**src/common/cpuPkg.sv**
```systemverilog
// Encodings shared by the 16-bit core where opcode and ALU values follow the ISA map and must not be renumbered
`default_nettype none

package cpuPkg;

    localparam int dataWidth    = 16;   // Machine word and address width
    localparam int regAddrWidth = 3;    // Index into R0..R7

    // Major opcode in bits 15..11
    typedef enum logic [4:0] {
        opHalt  = 5'b00000, opNop   = 5'b00001, opSiic  = 5'b00010, opRti   = 5'b00011,
        opJ     = 5'b00100, opJr    = 5'b00101, opJal   = 5'b00110, opJalr  = 5'b00111,
        opAddi  = 5'b01000, opSubi  = 5'b01001, opXori  = 5'b01010, opAndni = 5'b01011,
        opBeqz  = 5'b01100, opBnez  = 5'b01101, opBltz  = 5'b01110, opBgez  = 5'b01111,
        opSt    = 5'b10000, opLd    = 5'b10001, opSlbi  = 5'b10010, opStu   = 5'b10011,
        opRoli  = 5'b10100, opSlli  = 5'b10101, opRori  = 5'b10110, opSrli  = 5'b10111,
        opLbi   = 5'b11000, opBtr   = 5'b11001, opArith = 5'b11010, opShift = 5'b11011,
        opSeq   = 5'b11100, opSlt   = 5'b11101, opSle   = 5'b11110, opSco   = 5'b11111
    } opcode_e;

    // One instruction word seen through each encoding format
    typedef union packed {
        struct packed {
            opcode_e                 opcode;
            logic [regAddrWidth-1:0] rs;
            logic [regAddrWidth-1:0] rd;    // Bits 7..5
            logic [4:0]              imm;
        } iFmt1;
        struct packed {
            opcode_e                 opcode;
            logic [regAddrWidth-1:0] rs;
            logic [7:0]              imm;
        } iFmt2;
        struct packed {
            opcode_e                 opcode;
            logic [regAddrWidth-1:0] rs;
            logic [regAddrWidth-1:0] rt;    // Shares bits with I-format rd
            logic [regAddrWidth-1:0] rd;    // Bits 4..2
            logic [1:0]              func;
        } rFmt;
        struct packed {
            opcode_e                 opcode;
            logic [10:0]             disp;
        } jFmt;
    } instrWord_t;

    // Register written back
    typedef enum logic [1:0] {
        destRdI = 2'b00,    // I-format rd
        destRdR = 2'b01,    // R-format rd
        destRs  = 2'b10,    // LBI, SLBI and STU target rs
        destR7  = 2'b11     // Link register
    } destSel_e;

    // Extension choice as {sign, size} with size 00 for 5, 01 for 8, 10 for 11 bits
    typedef enum logic [2:0] {
        immZero5  = 3'b000,
        immZero8  = 3'b001,
        immSign5  = 3'b100,
        immSign8  = 3'b101,
        immSign11 = 3'b110
    } immSel_e;

    // ALU operation keeps the opcode value and R-format ops are folded onto their I-format twins
    typedef enum logic [4:0] {
        aluNop  = 5'b00001, // Defined idle value
        aluAdd  = 5'b01000, aluSub  = 5'b01001, aluXor  = 5'b01010, aluAndn = 5'b01011,
        aluSlbi = 5'b10010,
        aluRol  = 5'b10100, aluSll  = 5'b10101, aluRor  = 5'b10110, aluSrl  = 5'b10111,
        aluLbi  = 5'b11000, aluBtr  = 5'b11001,
        aluSeq  = 5'b11100, aluSlt  = 5'b11101, aluSle  = 5'b11110, aluSco  = 5'b11111
    } aluOp_e;

endpackage

`default_nettype wire

```
**src/common/ctrlIf.sv**
```systemverilog
// Decoded control word for one instruction and only valid in the cycle the instruction is fetched
`timescale 1ns/1ps
`default_nettype none

interface ctrlIf import cpuPkg::*; ();

    logic     regWrite;     // Register file write request
    destSel_e destSel;      // Which register receives write-back
    immSel_e  immSel;       // Field and extension of the immediate
    logic     aluSrcImm;    // Operand B from immediate instead of rt
    aluOp_e   aluOp;
    logic     memEnable;    // Data memory access
    logic     memWr;        // Access is a store
    logic     memToReg;     // Load data is written back
    logic     pcToReg;      // PC+2 is written back for links
    logic     branchTaken;  // PC+2 plus displacement
    logic     regJump;      // rs plus immediate
    logic     halt;

    modport decode (
        output regWrite, destSel, immSel, aluSrcImm, aluOp, memEnable, memWr,
               memToReg, pcToReg, branchTaken, regJump, halt
    );

    modport datapath (
        input regWrite, destSel, immSel, aluSrcImm, aluOp, memEnable, memWr,
              memToReg, pcToReg, branchTaken, regJump, halt
    );

endinterface

`default_nettype wire

```
**src/design/decode/controlDecoder.sv**
```systemverilog
// Purely combinational opcode decoder where branch flags must describe rs of the same word and SIIC or RTI only raise err
`timescale 1ns/1ps
`default_nettype none

module controlDecoder import cpuPkg::*; (
    input  instrWord_t     instr,
    input  logic           zeroFlag,    // rs == 0
    input  logic           signFlag,    // rs < 0
    ctrlIf.decode          ctrl,
    output logic           err
);

    opcode_e opcode;

    assign opcode = instr.rFmt.opcode;  // Same bits in every view

    always_comb begin
        // Safe idle word unless an opcode below says otherwise
        ctrl.regWrite    = 1'b0;
        ctrl.destSel     = destRdI;
        ctrl.immSel      = immSign5;
        ctrl.aluSrcImm   = 1'b0;
        ctrl.aluOp       = aluNop;
        ctrl.memEnable   = 1'b0;
        ctrl.memWr       = 1'b0;
        ctrl.memToReg    = 1'b0;
        ctrl.pcToReg     = 1'b0;
        ctrl.branchTaken = 1'b0;
        ctrl.regJump     = 1'b0;
        ctrl.halt        = 1'b0;
        err              = 1'b0;

        case (opcode)
            // Special ops
            opHalt: ctrl.halt = 1'b1;           // Stops PC after this retire
            opNop:  ;
            opSiic, opRti: err = 1'b1;          // No exception support so these act as NOP

            // I-format 1 ALU ops
            opAddi, opSubi, opXori, opAndni, opRoli, opSlli, opRori, opSrli: begin
                ctrl.regWrite  = 1'b1;
                ctrl.destSel   = destRdI;
                ctrl.aluSrcImm = 1'b1;
                ctrl.aluOp     = aluOp_e'(opcode);
                // Opcode bit 1 picks zero extension for logic ops and right shifts
                ctrl.immSel    = instr.iFmt1.opcode[1] ? immZero5 : immSign5;
            end

            // Memory ops address rs plus sign-extended imm5
            opSt, opLd, opStu: begin
                ctrl.aluSrcImm = 1'b1;
                ctrl.aluOp     = aluAdd;
                ctrl.immSel    = immSign5;
                ctrl.memEnable = 1'b1;
                if (opcode == opLd) begin
                    ctrl.regWrite = 1'b1;
                    ctrl.memToReg = 1'b1;
                    ctrl.destSel  = destRdI;
                end else begin
                    ctrl.memWr = 1'b1;
                end
                if (opcode == opStu) begin
                    ctrl.regWrite = 1'b1;       // Address goes back to rs
                    ctrl.destSel  = destRs;
                end
            end

            // R-format ops
            opBtr, opArith, opShift, opSeq, opSlt, opSle, opSco: begin
                ctrl.regWrite = 1'b1;
                ctrl.destSel  = destRdR;
                if (opcode == opArith) begin
                    ctrl.aluOp = aluOp_e'({3'b010, instr.rFmt.func});  // ADD SUB XOR ANDN
                end else if (opcode == opShift) begin
                    ctrl.aluOp = aluOp_e'({3'b101, instr.rFmt.func});  // ROL SLL ROR SRL
                end else begin
                    ctrl.aluOp = aluOp_e'(opcode);
                end
            end

            // I-format 2 conditional branches on rs
            opBeqz, opBnez, opBltz, opBgez: begin
                ctrl.immSel = immSign8;
                case (opcode)
                    opBeqz:  ctrl.branchTaken = zeroFlag;
                    opBnez:  ctrl.branchTaken = ~zeroFlag;
                    opBltz:  ctrl.branchTaken = signFlag;
                    default: ctrl.branchTaken = ~signFlag;  // BGEZ
                endcase
            end

            // Constant builders write rs
            opLbi, opSlbi: begin
                ctrl.regWrite  = 1'b1;
                ctrl.destSel   = destRs;
                ctrl.aluSrcImm = 1'b1;
                ctrl.immSel    = (opcode == opLbi) ? immSign8 : immZero8;
                ctrl.aluOp     = (opcode == opLbi) ? aluLbi : aluSlbi;
            end

            // Jumps with optional link to R7
            opJ, opJal, opJr, opJalr: begin
                if (opcode == opJ || opcode == opJal) begin
                    ctrl.immSel      = immSign11;
                    ctrl.branchTaken = 1'b1;
                end else begin
                    ctrl.immSel  = immSign8;
                    ctrl.regJump = 1'b1;
                end
                if (opcode == opJal || opcode == opJalr) begin
                    ctrl.regWrite = 1'b1;       // No memory access on links
                    ctrl.destSel  = destR7;
                    ctrl.pcToReg  = 1'b1;
                end
            end

            default: ;
        endcase
    end

endmodule

`default_nettype wire

```
**src/design/decode/immExtend.sv**
```systemverilog
// Combinational immediate extender and an unknown extension choice yields zero
`timescale 1ns/1ps
`default_nettype none

module immExtend import cpuPkg::*; (
    input  instrWord_t            instr,
    input  immSel_e               immSel,
    output logic [dataWidth-1:0]  imm
);

    always_comb begin
        case (immSel)
            immZero5:  imm = {11'b0, instr.iFmt1.imm};
            immSign5:  imm = {{11{instr.iFmt1.imm[4]}}, instr.iFmt1.imm};
            immZero8:  imm = {8'b0, instr.iFmt2.imm};
            immSign8:  imm = {{8{instr.iFmt2.imm[7]}}, instr.iFmt2.imm};
            immSign11: imm = {{5{instr.jFmt.disp[10]}}, instr.jFmt.disp};   // Jump displacement
            default:   imm = '0;
        endcase
    end

endmodule

`default_nettype wire

```
**src/design/regFile.sv**
```systemverilog
// Eight-entry register file with no write-to-read bypass so a read sees the value before the edge
`timescale 1ns/1ps
`default_nettype none

module regFile import cpuPkg::*; (
    input  logic                    clk,
    input  logic                    arstN,
    input  logic [regAddrWidth-1:0] rdAddrA,
    input  logic [regAddrWidth-1:0] rdAddrB,
    output logic [dataWidth-1:0]    rdDataA,
    output logic [dataWidth-1:0]    rdDataB,
    input  logic                    wrEn,
    input  logic [regAddrWidth-1:0] wrAddr,
    input  logic [dataWidth-1:0]    wrData
);

    localparam int regCount = 1 << regAddrWidth;

    logic [dataWidth-1:0] regs [regCount];

    always_ff @(posedge clk or negedge arstN) begin
        if (!arstN) begin
            for (int i = 0; i < regCount; i++) begin
                regs[i] <= '0;      // Program starts from all-zero registers
            end
        end else if (wrEn) begin
            regs[wrAddr] <= wrData;
        end
    end

    assign rdDataA = regs[rdAddrA];     // rs port
    assign rdDataB = regs[rdAddrB];     // rt or store data port

endmodule

`default_nettype wire

```
**src/design/alu.sv**
```systemverilog
// Combinational ALU where shifts use only opB bits 3..0 and the flags always describe opA
`timescale 1ns/1ps
`default_nettype none

module alu import cpuPkg::*; (
    input  logic [dataWidth-1:0] opA,       // rs
    input  logic [dataWidth-1:0] opB,       // rt or immediate
    input  aluOp_e               aluOp,
    output logic [dataWidth-1:0] result,
    output logic                 zeroFlag,
    output logic                 signFlag
);

    logic [dataWidth:0]       sum;          // Extra bit holds carry-out
    logic [3:0]               shamt;
    logic [2*dataWidth-1:0]   rolWide;
    logic [2*dataWidth-1:0]   rorWide;
    logic [dataWidth-1:0]     reversed;
    logic                     isEqual;
    logic                     isLess;

    assign sum     = {1'b0, opA} + {1'b0, opB};
    assign shamt   = opB[3:0];
    assign rolWide = {opA, opA} << shamt;   // Upper half is the rotated word
    assign rorWide = {opA, opA} >> shamt;   // Lower half is the rotated word
    assign isEqual = (opA == opB);
    assign isLess  = ($signed(opA) < $signed(opB));

    always_comb begin
        for (int i = 0; i < dataWidth; i++) begin
            reversed[i] = opA[dataWidth-1-i];
        end
    end

    always_comb begin
        case (aluOp)
            aluAdd:  result = sum[dataWidth-1:0];
            aluSub:  result = opB - opA;                    // ISA subtracts rs from the other operand
            aluXor:  result = opA ^ opB;
            aluAndn: result = opA & ~opB;
            aluRol:  result = rolWide[2*dataWidth-1:dataWidth];
            aluSll:  result = opA << shamt;
            aluRor:  result = rorWide[dataWidth-1:0];
            aluSrl:  result = opA >> shamt;                 // Logical
            aluSeq:  result = {{(dataWidth-1){1'b0}}, isEqual};
            aluSlt:  result = {{(dataWidth-1){1'b0}}, isLess};
            aluSle:  result = {{(dataWidth-1){1'b0}}, isLess | isEqual};
            aluSco:  result = {{(dataWidth-1){1'b0}}, sum[dataWidth]};
            aluBtr:  result = reversed;
            aluLbi:  result = opB;                          // Already sign extended
            aluSlbi: result = {opA[7:0], 8'b0} | opB;
            default: result = '0;                           // NOP and unused codes
        endcase
    end

    // Branch conditions on rs
    assign zeroFlag = (opA == '0);
    assign signFlag = opA[dataWidth-1];

endmodule

`default_nettype wire

```
**src/design/pcUnit.sv**
```systemverilog
// PC register and halt latch where only reset leaves the halted state
`timescale 1ns/1ps
`default_nettype none

module pcUnit import cpuPkg::*; #(
    parameter logic [dataWidth-1:0] resetPc = '0
) (
    input  logic                  clk,
    input  logic                  arstN,
    ctrlIf.datapath               ctrl,
    input  logic [dataWidth-1:0]  imm,
    input  logic [dataWidth-1:0]  rsValue,
    output logic [dataWidth-1:0]  pc,
    output logic [dataWidth-1:0]  pcPlus2,
    output logic                  halted      // Also masks the datapath write strobes
);

    logic [dataWidth-1:0] nextPc;

    assign pcPlus2 = pc + dataWidth'(2);

    always_comb begin
        if (ctrl.regJump) begin
            nextPc = rsValue + imm;             // JR and JALR
        end else if (ctrl.branchTaken) begin
            nextPc = pcPlus2 + imm;             // Taken branch and J or JAL
        end else begin
            nextPc = pcPlus2;
        end
    end

    always_ff @(posedge clk or negedge arstN) begin
        if (!arstN) begin
            pc     <= resetPc;
            halted <= 1'b0;
        end else if (!halted) begin
            pc     <= nextPc;                   // HALT itself still steps to PC+2
            halted <= ctrl.halt;
        end
    end

endmodule

`default_nettype wire

```
**src/design/cpuTop.sv**
```systemverilog
// Single-cycle core where both memories must answer combinationally within the cycle of the request
`timescale 1ns/1ps
`default_nettype none

module cpuTop import cpuPkg::*; #(
    parameter logic [dataWidth-1:0] resetPc = '0
) (
    input  logic                  clk,
    input  logic                  arstN,
    output logic [dataWidth-1:0]  instrAddr,
    input  logic [dataWidth-1:0]  instr,
    output logic                  memEnable,
    output logic                  memWr,
    output logic [dataWidth-1:0]  memAddr,
    output logic [dataWidth-1:0]  memWrData,
    input  logic [dataWidth-1:0]  memRdData,
    output logic                  halted,
    output logic                  err
);

    instrWord_t              instrWord;
    logic                    zeroFlag;
    logic                    signFlag;
    logic [dataWidth-1:0]    imm;
    logic [dataWidth-1:0]    rdDataA;
    logic [dataWidth-1:0]    rdDataB;
    logic [dataWidth-1:0]    opB;
    logic [dataWidth-1:0]    aluResult;
    logic [dataWidth-1:0]    pc;
    logic [dataWidth-1:0]    pcPlus2;
    logic [dataWidth-1:0]    wbData;
    logic [regAddrWidth-1:0] wrAddr;
    logic                    regWe;

    ctrlIf ctrlBus ();

    assign instrWord = instr;
    assign instrAddr = pc;

    controlDecoder uDecoder (
        .instr    (instrWord),
        .zeroFlag (zeroFlag),
        .signFlag (signFlag),
        .ctrl     (ctrlBus.decode),
        .err      (err)
    );

    immExtend uImm (
        .instr  (instrWord),
        .immSel (ctrlBus.immSel),
        .imm    (imm)
    );

    // Destination register index
    always_comb begin
        case (ctrlBus.destSel)
            destRdI: wrAddr = instrWord.iFmt1.rd;
            destRdR: wrAddr = instrWord.rFmt.rd;
            destRs:  wrAddr = instrWord.iFmt1.rs;
            default: wrAddr = regAddrWidth'(7);     // R7 link
        endcase
    end

    assign wbData = ctrlBus.pcToReg  ? pcPlus2   :
                    ctrlBus.memToReg ? memRdData : aluResult;

    assign regWe = ctrlBus.regWrite & ~halted;

    regFile uRegs (
        .clk     (clk),
        .arstN   (arstN),
        .rdAddrA (instrWord.rFmt.rs),
        .rdAddrB (instrWord.rFmt.rt),   // Also I-format rd for store data
        .rdDataA (rdDataA),
        .rdDataB (rdDataB),
        .wrEn    (regWe),
        .wrAddr  (wrAddr),
        .wrData  (wbData)
    );

    assign opB = ctrlBus.aluSrcImm ? imm : rdDataB;

    alu uAlu (
        .opA      (rdDataA),
        .opB      (opB),
        .aluOp    (ctrlBus.aluOp),
        .result   (aluResult),
        .zeroFlag (zeroFlag),
        .signFlag (signFlag)
    );

    pcUnit #(.resetPc(resetPc)) uPc (
        .clk     (clk),
        .arstN   (arstN),
        .ctrl    (ctrlBus.datapath),
        .imm     (imm),
        .rsValue (rdDataA),
        .pc      (pc),
        .pcPlus2 (pcPlus2),
        .halted  (halted)
    );

    // Data memory side and nothing leaves once halted
    assign memEnable = ctrlBus.memEnable & ~halted;
    assign memWr     = ctrlBus.memWr & ~halted;
    assign memAddr   = aluResult;                   // rs plus imm5
    assign memWrData = rdDataB;

endmodule

`default_nettype wire

```
**config.mk**
```make
export PLATFORM = sky130hd
export DESIGN_NAME = cpuTop
export DESIGN_NICKNAME = d
export VERILOG_FILES = /design/src/common/cpuPkg.sv /design/src/common/ctrlIf.sv /design/src/design/decode/controlDecoder.sv /design/src/design/decode/immExtend.sv /design/src/design/regFile.sv /design/src/design/alu.sv /design/src/design/pcUnit.sv /design/src/design/cpuTop.sv
export SDC_FILE = /design/constraint.sdc
export NUM_CORES = 1
export LEC_CHECK = 0
export BUFFER_PORTS_ARGS = -buffer_cell sky130_fd_sc_hd__buf_2
export CAP_MARGIN = 15
export CORE_MARGIN = 5
export CORE_UTILIZATION = 60
export DETAILED_ROUTE_END_ITERATION = 8
export PLACE_DENSITY = 0.79
export RECOVER_POWER = 50
export SYNTH_ARGS = -nofsm -noshare
export SYNTH_HDL_FRONTEND = slang
export SYNTH_SLANG_ARGS = --single-unit
```
**constraint.sdc**
```tcl
create_clock -name clk -period 6.3 [get_ports clk]
set_input_delay 0.315 -clock clk [delete_from_list [all_inputs] [get_ports clk]]
set_output_delay 0.315 -clock clk [all_outputs]
set_load 0.01 [all_outputs]
```
# Word-level counts from Yosys, hierarchy flattened
# Cells that the tools add are included.
# classes
muxes,46
n_eq_ne,52
n_mul,0
n_lt_le_gt_ge,5
n_div,0
shift,4
n_bitwise,14
addsub,5
reduce_logical,16
# ops
cell,count
16-bit one-hot mux with 15 select lines,1
16-bit 2-to-1 mux,10
5-bit equality test (second input constant),27
128-bit bitwise mux,1
16-bit binary-select mux with 3-bit select,2
16-bit one-hot mux with 5 select lines,1
5-bit by 4-bit equality test with 1-bit output (second input constant),12
16-bit demux with 3-bit select,1
16-bit adder,2
32-bit by 4-bit << shifter with 32-bit output,1
32-bit by 4-bit >> shifter with 16-bit output,1
5-bit by 3-bit equality test with 1-bit output (second input constant),4
5-bit one-hot mux with 4 select lines,1
16-bit by 16-bit adder with 17-bit output,1
17-bit OR reduction,1
16-bit by 2-bit adder with 16-bit output (second input constant),1
16-bit bitwise AND,1
16-bit equality test,1
16-bit logical NOT,1
16-bit < comparator,1
16-bit NOT,1
16-bit OR,1
16-bit by 4-bit << shifter with 16-bit output,1
16-bit by 4-bit >> shifter with 16-bit output,1
34 further kinds,67
# totals
inputBits,34
ff_bits,145
mem_bits_ro,0
latch_bits,0
memories,0
ramBits,0

# Logic depth before layout (Yosys ltp)
# depth
word_depth,13
ltp_mapped,22

# Hierarchy
# Synthesis repeated with hierarchy kept, for this count alone.
# hier_totals
hier_cells,1637
hier_area_um2,15640.0
# modules_own_cells
mod,seq_area_each_um2,cells_each,area_each_um2,instances
regFile,3203.1,393,7000.5,1
alu,0.0,732,4608.2,1
pcUnit,425.4,337,2666.3,1
cpuTop,0.0,81,679.4,1
controlDecoder,0.0,66,444.2,1
immExtend,0.0,28,241.5,1

# Worst setup path before layout
# Ideal clock, no wire load.
# synth_timing
path_type,input -> register
from,in instr[5]
to,reg uRegs.regs[16] (netlist name)
arrival_time_ps,5203
cell_stages,20
setup_time_ps,67
path_slack_ps,1030
cell_sequence,buf_6 -> buf_8 -> buf_6 -> buf_2 -> buf_1 -> mux4_2 -> mux2_2 -> o21a_1 -> ha_1 -> clkbuf_8 -> or4_1 -> nor2_1 -> nand3_1 -> or3_1 -> o32ai_1 -> a21oi_1 -> o2111a_1 -> and4b_1 -> a21oi_1 -> mux2_2
# synth_between
elab_chain_cells,11
word_cells_on_any_way,30
classes_between,2 x add/sub; 3 x order compare; 1 x eq/ne; 4 x shift; 12 x mux; 7 x bitwise; 1 x reduce/logical
# synth_lines
item,line_no,source
from (decl),cpuTop.sv:11,"input logic [dataWidth-1:0] instr,"
3-bit NOT with 4-bit output (not written as such) (*),regFile.sv:32,assign rdDataB = regs[rdAddrB];
16-bit binary-select mux with 3-bit select (*),regFile.sv:32,
16-bit 2-to-1 mux (not written as such) (*) (2 in series),regFile.sv:32,
named net memWrData[11],cpuTop.sv:15,"output logic [dataWidth-1:0] memWrData,"
16-bit 2-to-1 mux (*),cpuTop.sv:81,assign opB = ctrlBus.aluSrcImm ? imm : rdDataB;
16-bit < comparator or 16-bit equality test (tied branches),"alu.sv:27, alu.sv:26",
1-bit OR,alu.sv:47,"aluSle: result = {{(dataWidth-1){1'b0}}, isLess | isEqual};"
16-bit one-hot mux with 15 select lines (*),alu.sv:36,case (aluOp)
16-bit 2-to-1 mux (*),cpuTop.sv:65,ctrlBus.memToReg ? memRdData : aluResult;
16-bit 2-to-1 mux (*),cpuTop.sv:64,assign wbData = ctrlBus.pcToReg ? pcPlus2 :
128-bit bitwise mux (*),regFile.sv:27,regs[wrAddr] <= wrData;
"to (signal, indexed assignment)",regFile.sv:27,
to (decl),regFile.sv:19,logic [dataWidth-1:0] regs [regCount];
# The timed path passes the listed nets; every way through them passes the cells marked *. The select of a mux whose other input is x is not followed.
# A chain may end at the register's enable or synchronous reset.

# Worst setup path after layout
# layout_timing
from,in instr[14]
to,reg uRegs.regs[30] (netlist name)
# layout_between
elab_chain_cells,13
word_cells_on_any_way,102
classes_between,2 x add/sub; 2 x order compare; 49 x eq/ne; 4 x shift; 26 x mux; 6 x bitwise; 13 x reduce/logical
# layout_lines
item
"parallel branches: the longest is 13 deep, another holds 16-bit subtractor"
# Parallel ways; which one is timed is not known.

==> summary.txt <==
initial antenna violation count -> 4
ys flop type -> dfrtp_1
Slew headroom -> -1.67
Setup WS post-layout -> 0.504 ns
unrepaired setup endpoints after global routing -> no
sequential share of the synthesized area -> 0.232
final wirelength -> 62400 um
H-tree Lvls -> 4
die area -> 29400 sq um
Pre-Repair DR Iteration Count -> 7
Max Clk Rate -> 173 MHz
chip width -> 171 um
slowest stage delay, CP -> 0.51 ns
total power -> 0.00839 W
warnings from Yosys -> 0
Final period util -> 0.920
pin count of the biggest net entering global routing -> 75
critical path's top delay family -> compound AO/OA/AOI/OAI gates
worst-skew pair later-pin latency -> 0.44 ns
final setup vio count -> 0
Ports -> 86
Clock Tree Buf Depth -> 2
Syn Inst Count -> 1694
switching power -> 0.00428 W
Yosys cell types -> 110
Yosys top cell area share -> 0.232
hpwl dp -> 45600 um
input/output buffers -> 85
GRT Util Overall -> 0.418
Hold Crit Class -> in -> reg
DRC errors left -> 0
Least-Margin Pin Slew -> 4.01 ns
total negative setup slack -> 0 ns
vias per cell -> 7.62
Pwr per Cell Area -> 499 nW/um^2
WS Path Type -> in -> reg
most frequent cells in the layout -> nand2_1 (147), dfrtp_1 (145), mux2_2 (115)
clock share of power -> 0.129
Fillers -> 2128
worst slack, placed -> 0.378 ns
commonest non-fill, non-tap cell in the layout -> nand2_1
via count -> 15.8k
worst vdd ir -> 0.414 mV
startpoint types -> primary input
post-route ant nets -> 0
fraction of registers with async set/reset -> 1.00
Site Rows -> 59
sequential share of power -> 0.209
failing checks -> max-capacitance violations, max-slew violations
internal power -> 0.00412 W
CP Data Arrival Time -> 6.11 ns
Routed wire per std cell -> 30.0 um
GP Congestion -> 1.14
Syn Area/Cell -> 9.23 sq um
status -> finished with violations
P_leak -> 7.23 nW
Area Overhead vs Synth -> 7.50%
CP max-delay cell -> a21boi_0
Critical path buffers and inverters -> 2
vias in the first global route -> 15.0k
sw frac -> 0.509
Nets -> 1841
layout cell share with drive strength beyond 1 -> 0.210
TritonCTS buffer count -> 17
flops & latches, synth -> 145
CP Capture Type -> flop
Die H -> 171 um
Clock Sinks -> 145
GRT overflow -> 0
mapped cell area -> 15600 sq um
crit path cell chain -> buf_2 -> or3b_1 -> a21o_1 -> nand4_1 -> a21boi_0 -> nand2_1 -> o21a_1 -> ha_1 -> a21oi_1 -> o21bai_1 -> a21o_1 -> a21boi_0 -> o21ai_0 -> a211oi_1 -> o21ai_0 -> nor4b_1 -> buf_4 -> a41oi_1 -> mux2_2
synth top area cells -> dfrtp_1 (23%), mux2_2 (8.6%), mux4_2 (8.5%), ha_1 (6.1%), nand2_1 (3.5%)
required time of the worst setup path -> 6.61 ns
final hold vios -> 0
EDFF count, synth -> 0
Synth area leader -> dfrtp_1
max-cap violations -> 1
final core utilization -> 0.651
CTS tree -> yes
combinational power share -> 0.662
fin crit period -> 5.80 ns
1st-iter DRT viols -> 2490
Post-Synthesis Net Count -> 1808
cts repair resizes -> 0
skew final -> 0.0103 ns
crit-path max FO -> 30
core area -> 25800 sq um
Initial Utilization -> 0.605
Slew Limit Fails -> 73
root buffer selected by CTS -> clkbuf_16
clk slew on worst S/H paths -> 0.06 ns
first-pass GRT wire length -> 92800 um
==> flip-flops by register name, summed over array words and instances (netlist names) <==
signal,cells
uPc.halted,1
uPc.pc,16
uRegs.regs,128
==> kinds of logic (layout without fill, tap and decap cells) <==
logic type	Yosys count	in the layout	synth area share
buf+inv	194	240	0.0612
flops	145	145	0.232
other cells	0	3	0
fa+ha+maj	83	83	0.0678
simple gates	482	482	0.150
compound gates	502	502	0.230
xor+xnor	56	56	0.0314
mux	232	232	0.227
==> layout make-up <==
class	count	area [sq um]	share of cell area
clock buffers	18	429	0.0255
multi-input cells	1355	11100	0.660
well taps	335	419	0.0249
repair buffers	130	751	0.0446
inverters	78	295	0.0176
flip-flops and latches	145	3630	0.216
clock inverters	14	189	0.0112
diodes	3	7.51	0.000446
==> cells in the mapped netlist (all sizes together), types with 46 or more instances <==
master	count
mux4	77
dfrtp	145
inv	75
ha	76
mux2	126
clkbuf	66
o21ai	87
a21oi	96
o211ai	49
nor2	102
nand3	53
buf	46
nand2	147
==> routing by layer <==
metal	part of all wire	GRT usage
met4	0.087	0.285
met2	0.43	0.625
met5	0.00074	0
met3	0.13	0.124
met1	0.35	0.522
==> metrics by stage <==
stage / std cells / hold WS, ns / cell area [sq um]
3_5_place_dp: 2042 / 0.368 / 16200
4_1_cts: 2075 / 0.302 / 16800
2_1_floorplan: 1694 / 0.0194 / 15600
3_3_place_gp: 2042 / 0.354 / 16200
6_report: 2078 / 0.328 / 16800
5_1_grt: 2076 / 0.348 / 16800
==> power by group through the flow <==
stage	registers, W	clock network [W]	logic [W]
3_3_place_gp	0.00170	0	0.00519
2_1_floorplan	0.00161	0	0.00372
4_1_cts	0.00172	0.00109	0.00533
5_1_grt	0.00179	0.00113	0.00583
6_report	0.00176	0.00109	0.00555
3_5_place_dp	0.00173	0	0.00528
==> worst register-to-register path, delay by kind of cell, from the launching register on <==
family	cells	cell delay [ns]
AOI/OAI and AO/OA	10	2.70
muxes	2	0.96
DFF	1	0.40
and+or+nand+nor	1	0.44
buffers and inverters	3	0.46
adders and majority gates	1	0.30
==> final timing paths <==
path / start / endpoint / slack, ns / cells after the start
worst max-delay path: instr[14] / uRegs.regs[30]$_DFFE_PN0P_ / 0.50 / 19
worst min-delay path: memRdData[7] / uRegs.regs[39]$_DFFE_PN0P_ / 0.33 / 5
min in group asynchronous: arstN / uPc.pc[11]$_DFFE_PN0N_ / 1.82 / 2
max in group asynchronous: arstN / uRegs.regs[81]$_DFFE_PN0P_ / 1.91 / 3
worst min register to register: uRegs.regs[82]$_DFFE_PN0P_ / uRegs.regs[82]$_DFFE_PN0P_ / 0.50 / 2
worst max register to register: uRegs.regs[56]$_DFFE_PN0P_ / uRegs.regs[30]$_DFFE_PN0P_ / 0.91 / 17
==> timing repair <==
| item | in CTS | in global routing |
|---|---|---|
| hold endpoints to repair | 71 | 0 |
| hold buffers | 1 | 0 |
| buffers inserted | 0 | 0 |
Note: power is estimated with default switching activity, not from simulation.
